**src/hdl/uartPkg.sv**
```systemverilog
package uartPkg;

   //////////////////////////////
   // Line configuration types
   //////////////////////////////

   // Character length code, 5 to 8 data bits
   typedef enum logic [1:0]
   {
      len5 = 2'd0,
      len6 = 2'd1,
      len7 = 2'd2,
      len8 = 2'd3
   } uartLen_e;

   // Parity mode, last code behaves as no parity
   typedef enum logic [1:0]
   {
      parNone    = 2'd0,
      parEven    = 2'd1,
      parOdd     = 2'd2,
      parNoneAlt = 2'd3
   } uartPar_e;

   // Line settings shared by transmitter and receiver
   typedef struct packed
   {
      uartLen_e len;
      uartPar_e par;
      // Set for two stop bits
      logic     stop2;
   } uartCfg_t;

   //////////////////////////////
   // Received character
   //////////////////////////////

   // Data is LSB aligned, unused high bits read as zero
   typedef struct packed
   {
      logic [7:0] data;
      logic       parityErr;
      logic       framingErr;
   } rxChar_t;

   //////////////////////////////
   // Timing constants
   //////////////////////////////

   // Rate enables per bit time
   localparam int OVERSAMPLE = 16;
   // Enable count from bit start to mid-bit sample
   localparam int MID_SAMPLE = 7;
   // Width of the run-time rate divisor
   localparam int DIV_W      = 16;

endpackage

```
**src/hdl/baudGen.sv**
```systemverilog
`timescale 1ns/1ps

module baudGen
   import uartPkg::*;
(
   input  logic             clk,
   input  logic             rst,
   input  logic             clr,
   input  logic [DIV_W-1:0] baudDiv,
   output logic             brgClkEn
);

   //////////////////////////////
   // Divisor counter
   //////////////////////////////

   // Down counter, reloads from baudDiv at zero
   logic [DIV_W-1:0] count;

   always_ff @(posedge clk or posedge rst)
   begin
      if (rst)
      begin
         count    <= '0;
         brgClkEn <= 1'b0;
      end
      else if (clr)
      begin
         // Restart the period from zero
         count    <= '0;
         brgClkEn <= 1'b0;
      end
      else if (count == '0)
      begin
         // Wrap, new divisor picked up here
         count    <= baudDiv;
         brgClkEn <= 1'b1;
      end
      else
      begin
         count    <= count - 1'b1;
         brgClkEn <= 1'b0;
      end
   end

endmodule

```
**src/hdl/charBuffer.sv**
```systemverilog
`timescale 1ns/1ps

module charBuffer
#(
   parameter type T         = logic [7:0],
   parameter bit  overwrite = 1'b0
)
(
   input  logic clk,
   input  logic rst,
   input  logic clr,
   input  logic wrStrobe,
   input  T     wrData,
   input  logic rdStrobe,
   output logic full,
   output T     data
);

   // Write lands when empty, or always in overwrite mode
   logic wrAccept;

   assign wrAccept = wrStrobe && (!full || overwrite);

   //////////////////////////////
   // Full flag
   //////////////////////////////

   always_ff @(posedge clk or posedge rst)
   begin
      if (rst)
         full <= 1'b0;
      else if (clr)
         full <= 1'b0;
      else if (wrAccept)
         full <= 1'b1;
      else if (rdStrobe)
         // Take or read empties the entry
         full <= 1'b0;
   end

   // Payload register
   always_ff @(posedge clk)
   begin
      if (wrAccept)
         data <= wrData;
   end

endmodule

```
**src/hdl/uartRx.sv**
```systemverilog
`timescale 1ns/1ps

module uartRx
   import uartPkg::*;
(
   input  logic     clk,
   input  logic     rst,
   input  logic     clr,
   input  uartCfg_t cfg,
   input  logic     brgClkEn,
   input  logic     rxd,
   output logic     done,
   output rxChar_t  char
);

   //////////////////////////////
   // Receive states
   //////////////////////////////

   typedef enum logic [2:0]
   {
      rxIdle,
      rxStart,
      rxData,
      rxParity,
      rxStop,
      // Line held low after a bad stop bit
      rxWaitHigh
   } rxState_e;

   rxState_e   state;
   logic [1:0] rxdMeta;
   logic       rxdSync;
   // Enables since the last sample point
   logic [3:0] cnt;
   logic [2:0] bitIdx;
   logic [2:0] lastIdx;
   logic [7:0] shReg;
   logic       parErr;
   logic       parOn;
   logic       expPar;
   logic       tick;
   logic       confirmTick;

   // Two flop synchronizer, idles high like the line
   always_ff @(posedge clk or posedge rst)
   begin
      if (rst)
         rxdMeta <= 2'b11;
      else
         rxdMeta <= {rxdMeta[0], rxd};
   end

   assign rxdSync = rxdMeta[1];

   // Index of last data bit, 4 to 7
   assign lastIdx = {1'b1, cfg.len};
   assign parOn   = (cfg.par == parEven) || (cfg.par == parOdd);
   // Unused high bits are zero so the full byte works
   assign expPar  = (^shReg) ^ (cfg.par == parOdd);

   // Sample points in enable counts
   assign tick        = brgClkEn && (cnt == 4'(OVERSAMPLE - 1));
   assign confirmTick = brgClkEn && (cnt == 4'(MID_SAMPLE - 1));

   //////////////////////////////
   // State machine
   //////////////////////////////

   always_ff @(posedge clk or posedge rst)
   begin
      if (rst)
      begin
         state  <= rxIdle;
         cnt    <= '0;
         bitIdx <= '0;
         done   <= 1'b0;
      end
      else if (clr)
      begin
         state  <= rxIdle;
         cnt    <= '0;
         bitIdx <= '0;
         done   <= 1'b0;
      end
      else
      begin
         done <= 1'b0;
         if (brgClkEn)
            cnt <= cnt + 1'b1;
         case (state)
            // Hunt for a low line at an enable
            rxIdle:
               if (brgClkEn && !rxdSync)
               begin
                  cnt   <= '0;
                  state <= rxStart;
               end
            // Still low at mid start bit or a glitch
            rxStart:
               if (confirmTick)
               begin
                  cnt    <= '0;
                  bitIdx <= '0;
                  state  <= rxdSync ? rxIdle : rxData;
               end
            rxData:
               if (tick)
               begin
                  cnt    <= '0;
                  bitIdx <= bitIdx + 1'b1;
                  if (bitIdx == lastIdx)
                     state <= parOn ? rxParity : rxStop;
               end
            rxParity:
               if (tick)
               begin
                  cnt   <= '0;
                  state <= rxStop;
               end
            // Character complete at first stop sample
            rxStop:
               if (tick)
               begin
                  cnt   <= '0;
                  done  <= 1'b1;
                  state <= rxdSync ? rxIdle : rxWaitHigh;
               end
            rxWaitHigh:
               if (brgClkEn && rxdSync)
                  state <= rxIdle;
            default:
               state <= rxIdle;
         endcase
      end
   end

   //////////////////////////////
   // Data path
   //////////////////////////////

   always_ff @(posedge clk)
   begin
      // Fresh character, clear stale bits and flag
      if ((state == rxStart) && confirmTick)
      begin
         shReg  <= '0;
         parErr <= 1'b0;
      end
      // LSB first into the bit position
      if ((state == rxData) && tick)
         shReg[bitIdx] <= rxdSync;
      if ((state == rxParity) && tick)
         parErr <= (rxdSync != expPar);
      if ((state == rxStop) && tick)
      begin
         char.data       <= shReg;
         char.parityErr  <= parErr;
         // Low first stop bit is a framing error
         char.framingErr <= ~rxdSync;
      end
   end

endmodule

```
**src/hdl/uartTop.sv**
```systemverilog
`timescale 1ns/1ps

module uartTop
   import uartPkg::*;
(
   input  logic             clk,
   input  logic             rst,
   input  logic             clr,
   input  uartCfg_t         cfg,
   input  logic [DIV_W-1:0] baudDiv,
   input  logic [7:0]       txData,
   input  logic             txWrite,
   input  logic             rxRead,
   input  logic             rxd,
   output logic             txFull,
   output logic             txEmpty,
   output logic             txIntr,
   output logic             txd,
   output logic             rxValid,
   output rxChar_t          rxChar,
   output logic             rxIntr
);

   logic       brgClkEn;
   // Transmit buffer to transmitter
   logic       txTake;
   logic [7:0] txBufData;
   // Receiver to receive buffer
   logic       rxDone;
   rxChar_t    rxNew;

   // Shared 16x bit rate enable
   baudGen uBaud
   (
      .clk      (clk),
      .rst      (rst),
      .clr      (clr),
      .baudDiv  (baudDiv),
      .brgClkEn (brgClkEn)
   );

   //////////////////////////////
   // Transmit side
   //////////////////////////////

   // Host writes to a full buffer are dropped
   charBuffer #(.T(logic [7:0]), .overwrite(1'b0)) uTxBuf
   (
      .clk      (clk),
      .rst      (rst),
      .clr      (clr),
      .wrStrobe (txWrite),
      .wrData   (txData),
      .rdStrobe (txTake),
      .full     (txFull),
      .data     (txBufData)
   );

   uartTx uTx
   (
      .clk      (clk),
      .rst      (rst),
      .clr      (clr),
      .cfg      (cfg),
      .brgClkEn (brgClkEn),
      .load     (txFull),
      .data     (txBufData),
      .take     (txTake),
      .empty    (txEmpty),
      .intr     (txIntr),
      .txd      (txd)
   );

   //////////////////////////////
   // Receive side
   //////////////////////////////

   uartRx uRx
   (
      .clk      (clk),
      .rst      (rst),
      .clr      (clr),
      .cfg      (cfg),
      .brgClkEn (brgClkEn),
      .rxd      (rxd),
      .done     (rxDone),
      .char     (rxNew)
   );

   // Newest character replaces an unread one
   charBuffer #(.T(rxChar_t), .overwrite(1'b1)) uRxBuf
   (
      .clk      (clk),
      .rst      (rst),
      .clr      (clr),
      .wrStrobe (rxDone),
      .wrData   (rxNew),
      .rdStrobe (rxRead),
      .full     (rxValid),
      .data     (rxChar)
   );

   // Interrupt on each completed character
   assign rxIntr = rxDone;

endmodule

```
**src/hdl/uartTx.sv**
```systemverilog
`timescale 1ns/1ps

module uartTx
   import uartPkg::*;
(
   input  logic       clk,
   input  logic       rst,
   input  logic       clr,
   input  uartCfg_t   cfg,
   input  logic       brgClkEn,
   input  logic       load,
   input  logic [7:0] data,
   output logic       take,
   output logic       empty,
   output logic       intr,
   output logic       txd
);

   //////////////////////////////
   // Frame states
   //////////////////////////////

   typedef enum logic [3:0]
   {
      txIdle, txSync, txStart,
      txBit0, txBit1, txBit2, txBit3,
      txBit4, txBit5, txBit6, txBit7,
      txParity, txStop1, txStop2, txDone
   } txState_e;

   txState_e   state;
   txState_e   nextBit;
   txState_e   afterData;
   // Enables left in the current bit
   logic [3:0] brDiv;
   logic [7:0] txReg;
   logic [7:0] lenMask;
   logic       parOn;
   logic       evenPar;
   logic       txBit;

   assign parOn = (cfg.par == parEven) || (cfg.par == parOdd);

   // Parity bit or first stop after last data bit
   assign afterData = parOn ? txParity : txStop1;

   // Next state at the end of a bit time
   always_comb
   begin
      case (state)
         txStart  : nextBit = txBit0;
         txBit0   : nextBit = txBit1;
         txBit1   : nextBit = txBit2;
         txBit2   : nextBit = txBit3;
         txBit3   : nextBit = txBit4;
         // Short characters skip the upper bits
         txBit4   : nextBit = (cfg.len == len5) ? afterData : txBit5;
         txBit5   : nextBit = (cfg.len == len6) ? afterData : txBit6;
         txBit6   : nextBit = (cfg.len == len7) ? afterData : txBit7;
         txBit7   : nextBit = afterData;
         txParity : nextBit = txStop1;
         txStop1  : nextBit = cfg.stop2 ? txStop2 : txDone;
         txStop2  : nextBit = txDone;
         default  : nextBit = txIdle;
      endcase
   end

   //////////////////////////////
   // State machine
   //////////////////////////////

   always_ff @(posedge clk or posedge rst)
   begin
      if (rst)
      begin
         state <= txIdle;
         brDiv <= '0;
      end
      else if (clr)
      begin
         state <= txIdle;
         brDiv <= '0;
      end
      else
      begin
         case (state)
            txIdle:
               if (load)
                  state <= txSync;
            // Align the start bit to an enable
            txSync:
               if (brgClkEn)
               begin
                  brDiv <= 4'(OVERSAMPLE - 1);
                  state <= txStart;
               end
            // One clock for the interrupt pulse
            txDone:
               state <= txIdle;
            default:
               if (brgClkEn)
               begin
                  if (brDiv == '0)
                  begin
                     brDiv <= 4'(OVERSAMPLE - 1);
                     state <= nextBit;
                  end
                  else
                     brDiv <= brDiv - 1'b1;
               end
         endcase
      end
   end

   // Character latched as the buffer is taken
   always_ff @(posedge clk)
   begin
      if (take)
         txReg <= data;
   end

   //////////////////////////////
   // Parity and output select
   //////////////////////////////

   // Mask off bits beyond the character length
   assign lenMask = 8'hff >> (2'd3 - cfg.len);
   assign evenPar = ^(txReg & lenMask);

   always_comb
   begin
      case (state)
         txStart  : txBit = 1'b0;
         txBit0   : txBit = txReg[0];
         txBit1   : txBit = txReg[1];
         txBit2   : txBit = txReg[2];
         txBit3   : txBit = txReg[3];
         txBit4   : txBit = txReg[4];
         txBit5   : txBit = txReg[5];
         txBit6   : txBit = txReg[6];
         txBit7   : txBit = txReg[7];
         // Odd parity is the complement of even
         txParity : txBit = (cfg.par == parOdd) ? ~evenPar : evenPar;
         default  : txBit = 1'b1;
      endcase
   end

   assign take  = (state == txIdle) && load;
   assign empty = (state == txIdle);
   assign intr  = (state == txDone);
   assign txd   = txBit;

endmodule

```
**config.mk**
```make
export PLATFORM = sky130hd
export DESIGN_NAME = uartTop
export DESIGN_NICKNAME = d
export VERILOG_FILES = /design/src/hdl/uartPkg.sv /design/src/hdl/baudGen.sv /design/src/hdl/charBuffer.sv /design/src/hdl/uartRx.sv /design/src/hdl/uartTop.sv /design/src/hdl/uartTx.sv
export SDC_FILE = /design/constraint.sdc
export NUM_CORES = 1
export LEC_CHECK = 0
export ABC_AREA = 1
export ABC_CLOCK_PERIOD_IN_PS = 3100
export BUFFER_PORTS_ARGS = -buffer_cell sky130_fd_sc_hd__buf_4
export CORE_MARGIN = 2
export CORE_UTILIZATION = 63
export CTS_CLUSTER_DIAMETER = 50
export CTS_CLUSTER_SIZE = 40
export DETAILED_ROUTE_END_ITERATION = 7
export PLACE_DENSITY = 0.85
export SYNTH_ARGS = -nofsm -noshare
export SYNTH_HDL_FRONTEND = slang
export SYNTH_SLANG_ARGS = --single-unit
```
**constraint.sdc**
```tcl
create_clock -name clk -period 3.1 [get_ports clk]
set_clock_uncertainty 0.05 [all_clocks]
set_input_delay 0.155 -clock clk [delete_from_list [all_inputs] [get_ports clk]]
set_output_delay 0.155 -clock clk [all_outputs]
set_load 0.05 [all_outputs]
```
# Word-level counts from Yosys, hierarchy flattened
# Cells that the tools add are included.
[totals] out_inout_bits=16 regBits=85
[classes] bitwise_logic=4 shift=1 eq_ne=37 addsub=5 reduce_logical=34 muxes=61 order_cmp=2
[ops] op="two-way mux 4 bit" n=17
[ops] op="case mux 4 bit (12 select lines)" n=1
[ops] op="two-way mux 3 bit" n=14
[ops] op="equality test 4 bit, second input constant" n=8
[ops] op="two-way mux 16 bit" n=2
[ops] op="!= test 3 x 2 -> 1 bit, second input constant" n=8
[ops] op="case mux 4 bit (3 select lines)" n=2
[ops] op="equality test 4 x 3 -> 1 bit, second input constant" n=5
[ops] op="case mux 3 bit (6 select lines)" n=1
[ops] op="logical NOT 16 bit" n=1
[ops] op="two-way mux 8 bit" n=2
[ops] op="parity 8 bit" n=2
[ops] op="subtractor 16 x 1 -> 16 bit, second input constant" n=1
[ops] op="two-way mux 1 bit" n=15
[ops] op="logical AND 1 bit" n=11
[ops] op="case mux 1 bit (10 select lines)" n=1
[ops] op="nonzero test 3 bit" n=3
[ops] op="AND 8 bit" n=1
[ops] op="bitwise mux 8 bit" n=1
[ops] op="equality test 4 x 2 -> 1 bit, second input constant" n=2
[ops] op="logical NOT 4 bit" n=2
[ops] op="case mux 4 bit (2 select lines)" n=1
[ops] op="right shift 8 x 2 -> 8 bit, first input constant" n=1
[ops] op="AND reduction 7 bit" n=1
[ops] op="other kinds (33)" n=41

# Logic depth before layout (Yosys ltp)
[logic_depth] depth_word=9 ltp_mapped=11

# By module
# Synthesis repeated with hierarchy kept, for this count alone.
[unflattened] hier_cells=639 hier_area_um2=5026.1
[modules_own_cells] mod="uartRx" area_per_inst_um2=1660.3 instances=1 cells_each=196
[modules_own_cells] mod="uartTx" area_per_inst_um2=1438.9 instances=1 cells_each=217
[modules_own_cells] mod="baudGen" area_per_inst_um2=1278.7 instances=1 cells_each=194
[modules_own_cells] mod="charBuffer at uRxBuf" area_per_inst_um2=349.1 instances=1 cells_each=16
[modules_own_cells] mod="charBuffer at uTxBuf" area_per_inst_um2=299.0 instances=1 cells_each=16

# Least setup slack after synthesis
# OpenSTA, ideal clock, no wires.
[synth_timing] kind="register to register" start="reg uTx.state[2]" end="reg uTx.state[2]" arrival_ps=1597 slack_ps=1336 n_path_buf=0 required_ps=2934 path_stages_with_launch=10 setup_time_ps=116 cell_sequence="dfrtp_1 > inv_1 > ha_1 > nand2_4 > inv_1 > nand3_1 > nand3_2 > nor2_2 > nand2_1 > nand2_1"
[synth_via] word_cells_on_any_way=25 classes_between="16 x eq/ne; 5 x mux; 4 x reduce/logical"
[synth_rtl] element="from (decl)" line="uartTx.sv:31" source="txState_e state;"
[synth_rtl] element="from (signal assigned)" line="uartTx.sv:76" source="state <= txIdle;"
[synth_rtl] element="from (signal assigned)" line="uartTx.sv:81" source="state <= txIdle;"
[synth_rtl] element="from (signal assigned)" line="uartTx.sv:89" source="state <= txSync;"
[synth_rtl] element="logical NOT 4 bit (*)"
[synth_rtl] element="via txEmpty" line="uartTop.sv:16" source="output logic txEmpty,"
[synth_rtl] element="!= test 3 x 2 -> 1 bit (no line), or another cell as far along"
[synth_rtl] element="AND reduction 4 bit (no line) / two-way mux 4 bit (equally long branches)"
# Mark *: on every way through the listed nets, which the timed path passes. The rest lies on a longest branch. The select of a mux whose other input is x is not followed.
# A chain may end at the register's enable or synchronous reset.

# Final worst setup path
[layout_timing] start="reg uTx.state[2]" end="out txd"
[layout_via] elab_chain_cells=2 word_cells_on_any_way=11 classes_between="10 x eq/ne; 1 x mux"
[layout_rtl] element="equality test 4 bit, or another cell as far along" line="uartTx.sv:132" source="case (state)"
[layout_rtl] element="case mux 1 bit (10 select lines) (*)" line="uartTx.sv:132"
[layout_rtl] element="to (decl)" line="uartTop.sv:18" source="output logic txd,"
# Every way passes the cells marked *; elsewhere a longest branch is shown, timed or not.

==> impl_metrics.yaml <==
critical_path:
  setup.worst_path.class: "flip-flop to output port"
  crit_required_ns: 2.89
  crit_chain: "inv_1 -> ha_1 -> inv_1 -> o21bai_1 -> o21ai_0 -> nor3_1 -> nand2_1 -> buf_4"
  critical_path_cell_count: 8
  r2r_setup_slack_ns: 1.04
  worst_path_max_delay_cell: "dfrtp_1"
  timing.critical_path.max_delay_family: "flip-flops"
  worst_path_largest_cell_delay_ns: 0.44
  worst_ep_arrival_time_ns: 2.17
  reg2regPathDepth: 7
  end_kind: "output port"
  worstSetupStartpointType: "flip-flop"
  timing.critical_path.mode_cell: "inv_1"
  crit_buf_inv: 3
  worstPathMaxFanout: 5
drt:
  initialDrtViolationCount: 269
  drt_drc_violations_left: 0
  vias: 3883
  routedWlPerCell_um: 13.8
  ant_nets: 0
  firstDrtPassIters: 5
  via_per_inst: 5.52
  total_wire_length_after_detailed_routing_um: 9690
sta:
  setup_viol_count_final: 0
  post-route-period-util_pct: 76.6
  setup_repair_after_global_routing_missed_its_margin: "false"
  hold_slack_ns: 0.0145
  final_hold_viol_count: 0
  fin_setup_tns_ns: 0
  max_freq_mhz: 421
  layout_setup_ws_ns: 0.725
  report.final.slew_viol_count: 0
  worstMarginPinSlew_ns: 0.797
  final_period_minus_worst_setup_slack_ns: 2.37
  worst_slew_margin_rel_pct: 46.8
grt:
  grt.overflow.total: 0
  gr-usage-all-layers_pct: 25.8
  maximum_number_of_pins_on_one_net_before_global_route_repair: 41
  number_of_global_route_vias_before_repair: 3617
  antenna_found_initial: 0
  grt_first_pass_wirelength_um: 16200
clock_network:
  post_cts_buffers: 0
  tritoncts_sink_count: 85
  cts_tree: "yes"
  root_buffer: "clkbuf_8"
  htreeDepth: 3
  clock_insertion_delay_worst_skew_ns: 0.36
  postCtsHoldBufs: 12
  tritoncts.num_buffers: 9
  cts_resized: 0
  clkTransAtPathRegs_ns: 0.10
  clock_path_buffers: 2
synth:
  synth.avg_cell_area_um2: 8.63
  seq_area_frac_synth_pct: 49.2
  post-synth-top-area-cell: "edfxtp_1"
  yosys-top-cells-area: "edfxtp_1, dfrtp_1, nand2_1"
  synth.top_cell.area_share_pct: 24.0
  synth.lib_cells_used.distinct: 38
  synthesis.instances: 536
  cell_area_after_synthesis_mm2: 0.00462
  syn-num-nets: 583
  synth.ff_latch_count: 85
  yosysWarnings: 0
final_layout:
  syn_to_final_growth_pct: 16.9
  final.fill_count: 486
  finish.instance_area_mm2: 0.00541
  design.final.nets: 647
  post_route_non_filler_standard_cell_count: 704
  share_of_cells_above_drive_strength_1_pct: 20.5
  final_core_utilization_pct: 75.4
  most-common-layout-cells: "nand2_1, inv_1, nor2_1, buf_4, nand3_1"
  mostFrequentLayoutCell: "nand2_1"
  antenna_cells: 0
placed_design:
  place_ws_ns: 1.10
  last_weighted_congestion_value_of_the_routability_driven_placer: 0.948
  placed_cell_area_mm2: 0.00508
  dp.final_hpwl_um: 6610
  placement.io_buffers: 50
  place.detailed.instances: 676
pwr:
  static-leakage-power_nw: 2.43
  power.ir.vdd_worst_uv: 403
  cellPowerDensity_mw_per_mm2: 633
  total_power_mw: 3.42
die:
  initial_core_util_pct: 64.4
  placement_rows: 31
  die-width_um: 89.7
  io_pins: 51
  dieHeight_um: 89.7
  floorplan.die_area_mm2: 0.00804
  fp.coreArea_mm2: 0.00718
outcome:
  status: "complete, no violations"
job:
  maxCapViolCount: 0
hold_path:
  worst_hold_path_stage_count: 3
  min_path_type: "input pin to flip-flop"
sequential cells by signal, indices dropped and copies added, names as in the netlist:
name	flops
uTxBuf.full	1
uRx.cnt	4
uRx.char	10
uTx.brDiv	4
uRx.shReg	8
uTx.txReg	8
uRx.state	3
uRx.done	1
uRx.parErr	1
uBaud.count	16
uRx.rxdMeta	2
uTx.state	4
uRx.bitIdx	3
uBaud.brgClkEn	1
uTxBuf.data	8
uRxBuf.full	1
uRxBuf.data	10
logic make-up (layout without fill, tap and decap cells):
| logic type | count (synthesis) | after routing | share of synthesized area (%) |
|---|---|---|---|
| AND/OR/NAND/NOR | 262 | 262 | 27.9 |
| flip-flops | 85 | 85 | 49.2 |
| buffers and inverters | 80 | 149 | 6.74 |
| AO/OA/AOI/OAI | 77 | 77 | 9.12 |
| XOR/XNOR | 20 | 20 | 3.79 |
| adder cells (fa/ha/maj) | 12 | 12 | 3.25 |
worst min-delay path, delay by kind of cell:
family,cells,cell delay [ns]
AOI/OAI and AO/OA,1,0.06
buffers and inverters,1,0.08
and+or+nand+nor,1,0.09
final timing paths:
path                                               start                   endpoint
worst max-delay path            uTx.state[2]$_DFFE_PP0P_                        txd
max in group asynchronous                            rst   uRx.rxdMeta[1]$_DFF_PP1_
worst max register to register  uBaud.count[0]$_DFF_PP0_   uBaud.count[2]$_DFF_PP0_
worst min register to register  uRx.rxdMeta[0]$_DFF_PP1_   uRx.rxdMeta[1]$_DFF_PP1_
min in group asynchronous                            rst   uTx.state[2]$_DFFE_PP0P_
worst min-delay path                         baudDiv[11]  uBaud.count[11]$_DFF_PP0_
power breakdown:
group	total [mW]	switching (mW)	leakage, nW	internal, mW
combinational	1.18	0.763	1.40	0.420
sequential	1.46	0.139	0.924	1.32
clock	0.780	0.460	0.103	0.320
total	3.42	1.36	2.43	2.06
Yosys cell counts, drive strengths merged:
master,count
nand2,115
o211ai,2
or2,2
o22ai,3
nand3,51
edfxtp,37
a21oi,28
nand4,13
nor4,1
ha,12
buf,7
xnor2,10
xor2,10
nor2,67
inv,70
dfstp,2
dfrtp,38
o21ai,42
o21bai,2
dfxtp,8
nor3,11
clkbuf,3
and3,1
nand3b,1
per-layer routing:
layer	routed length (um)	up-vias	track usage (%)
li1	-	1904	-
met2	4880	169	43.4
met3	592	26	5.03
met4	197	0	9.50
met1	4020	1784	33.3
met5	0	-	0
layout make-up:
type | instances | area, um^2 | share of cell area, %
sequential | 85 | 2270 | 42.1
timing repair buffer | 63 | 503 | 9.30
clock inverter | 7 | 81.3 | 1.50
tap | 99 | 124 | 2.29
inverter | 70 | 263 | 4.86
clock buffer | 9 | 124 | 2.29
multi-input combinational | 371 | 2040 | 37.7
Note: power is estimated with default switching activity, not from simulation.
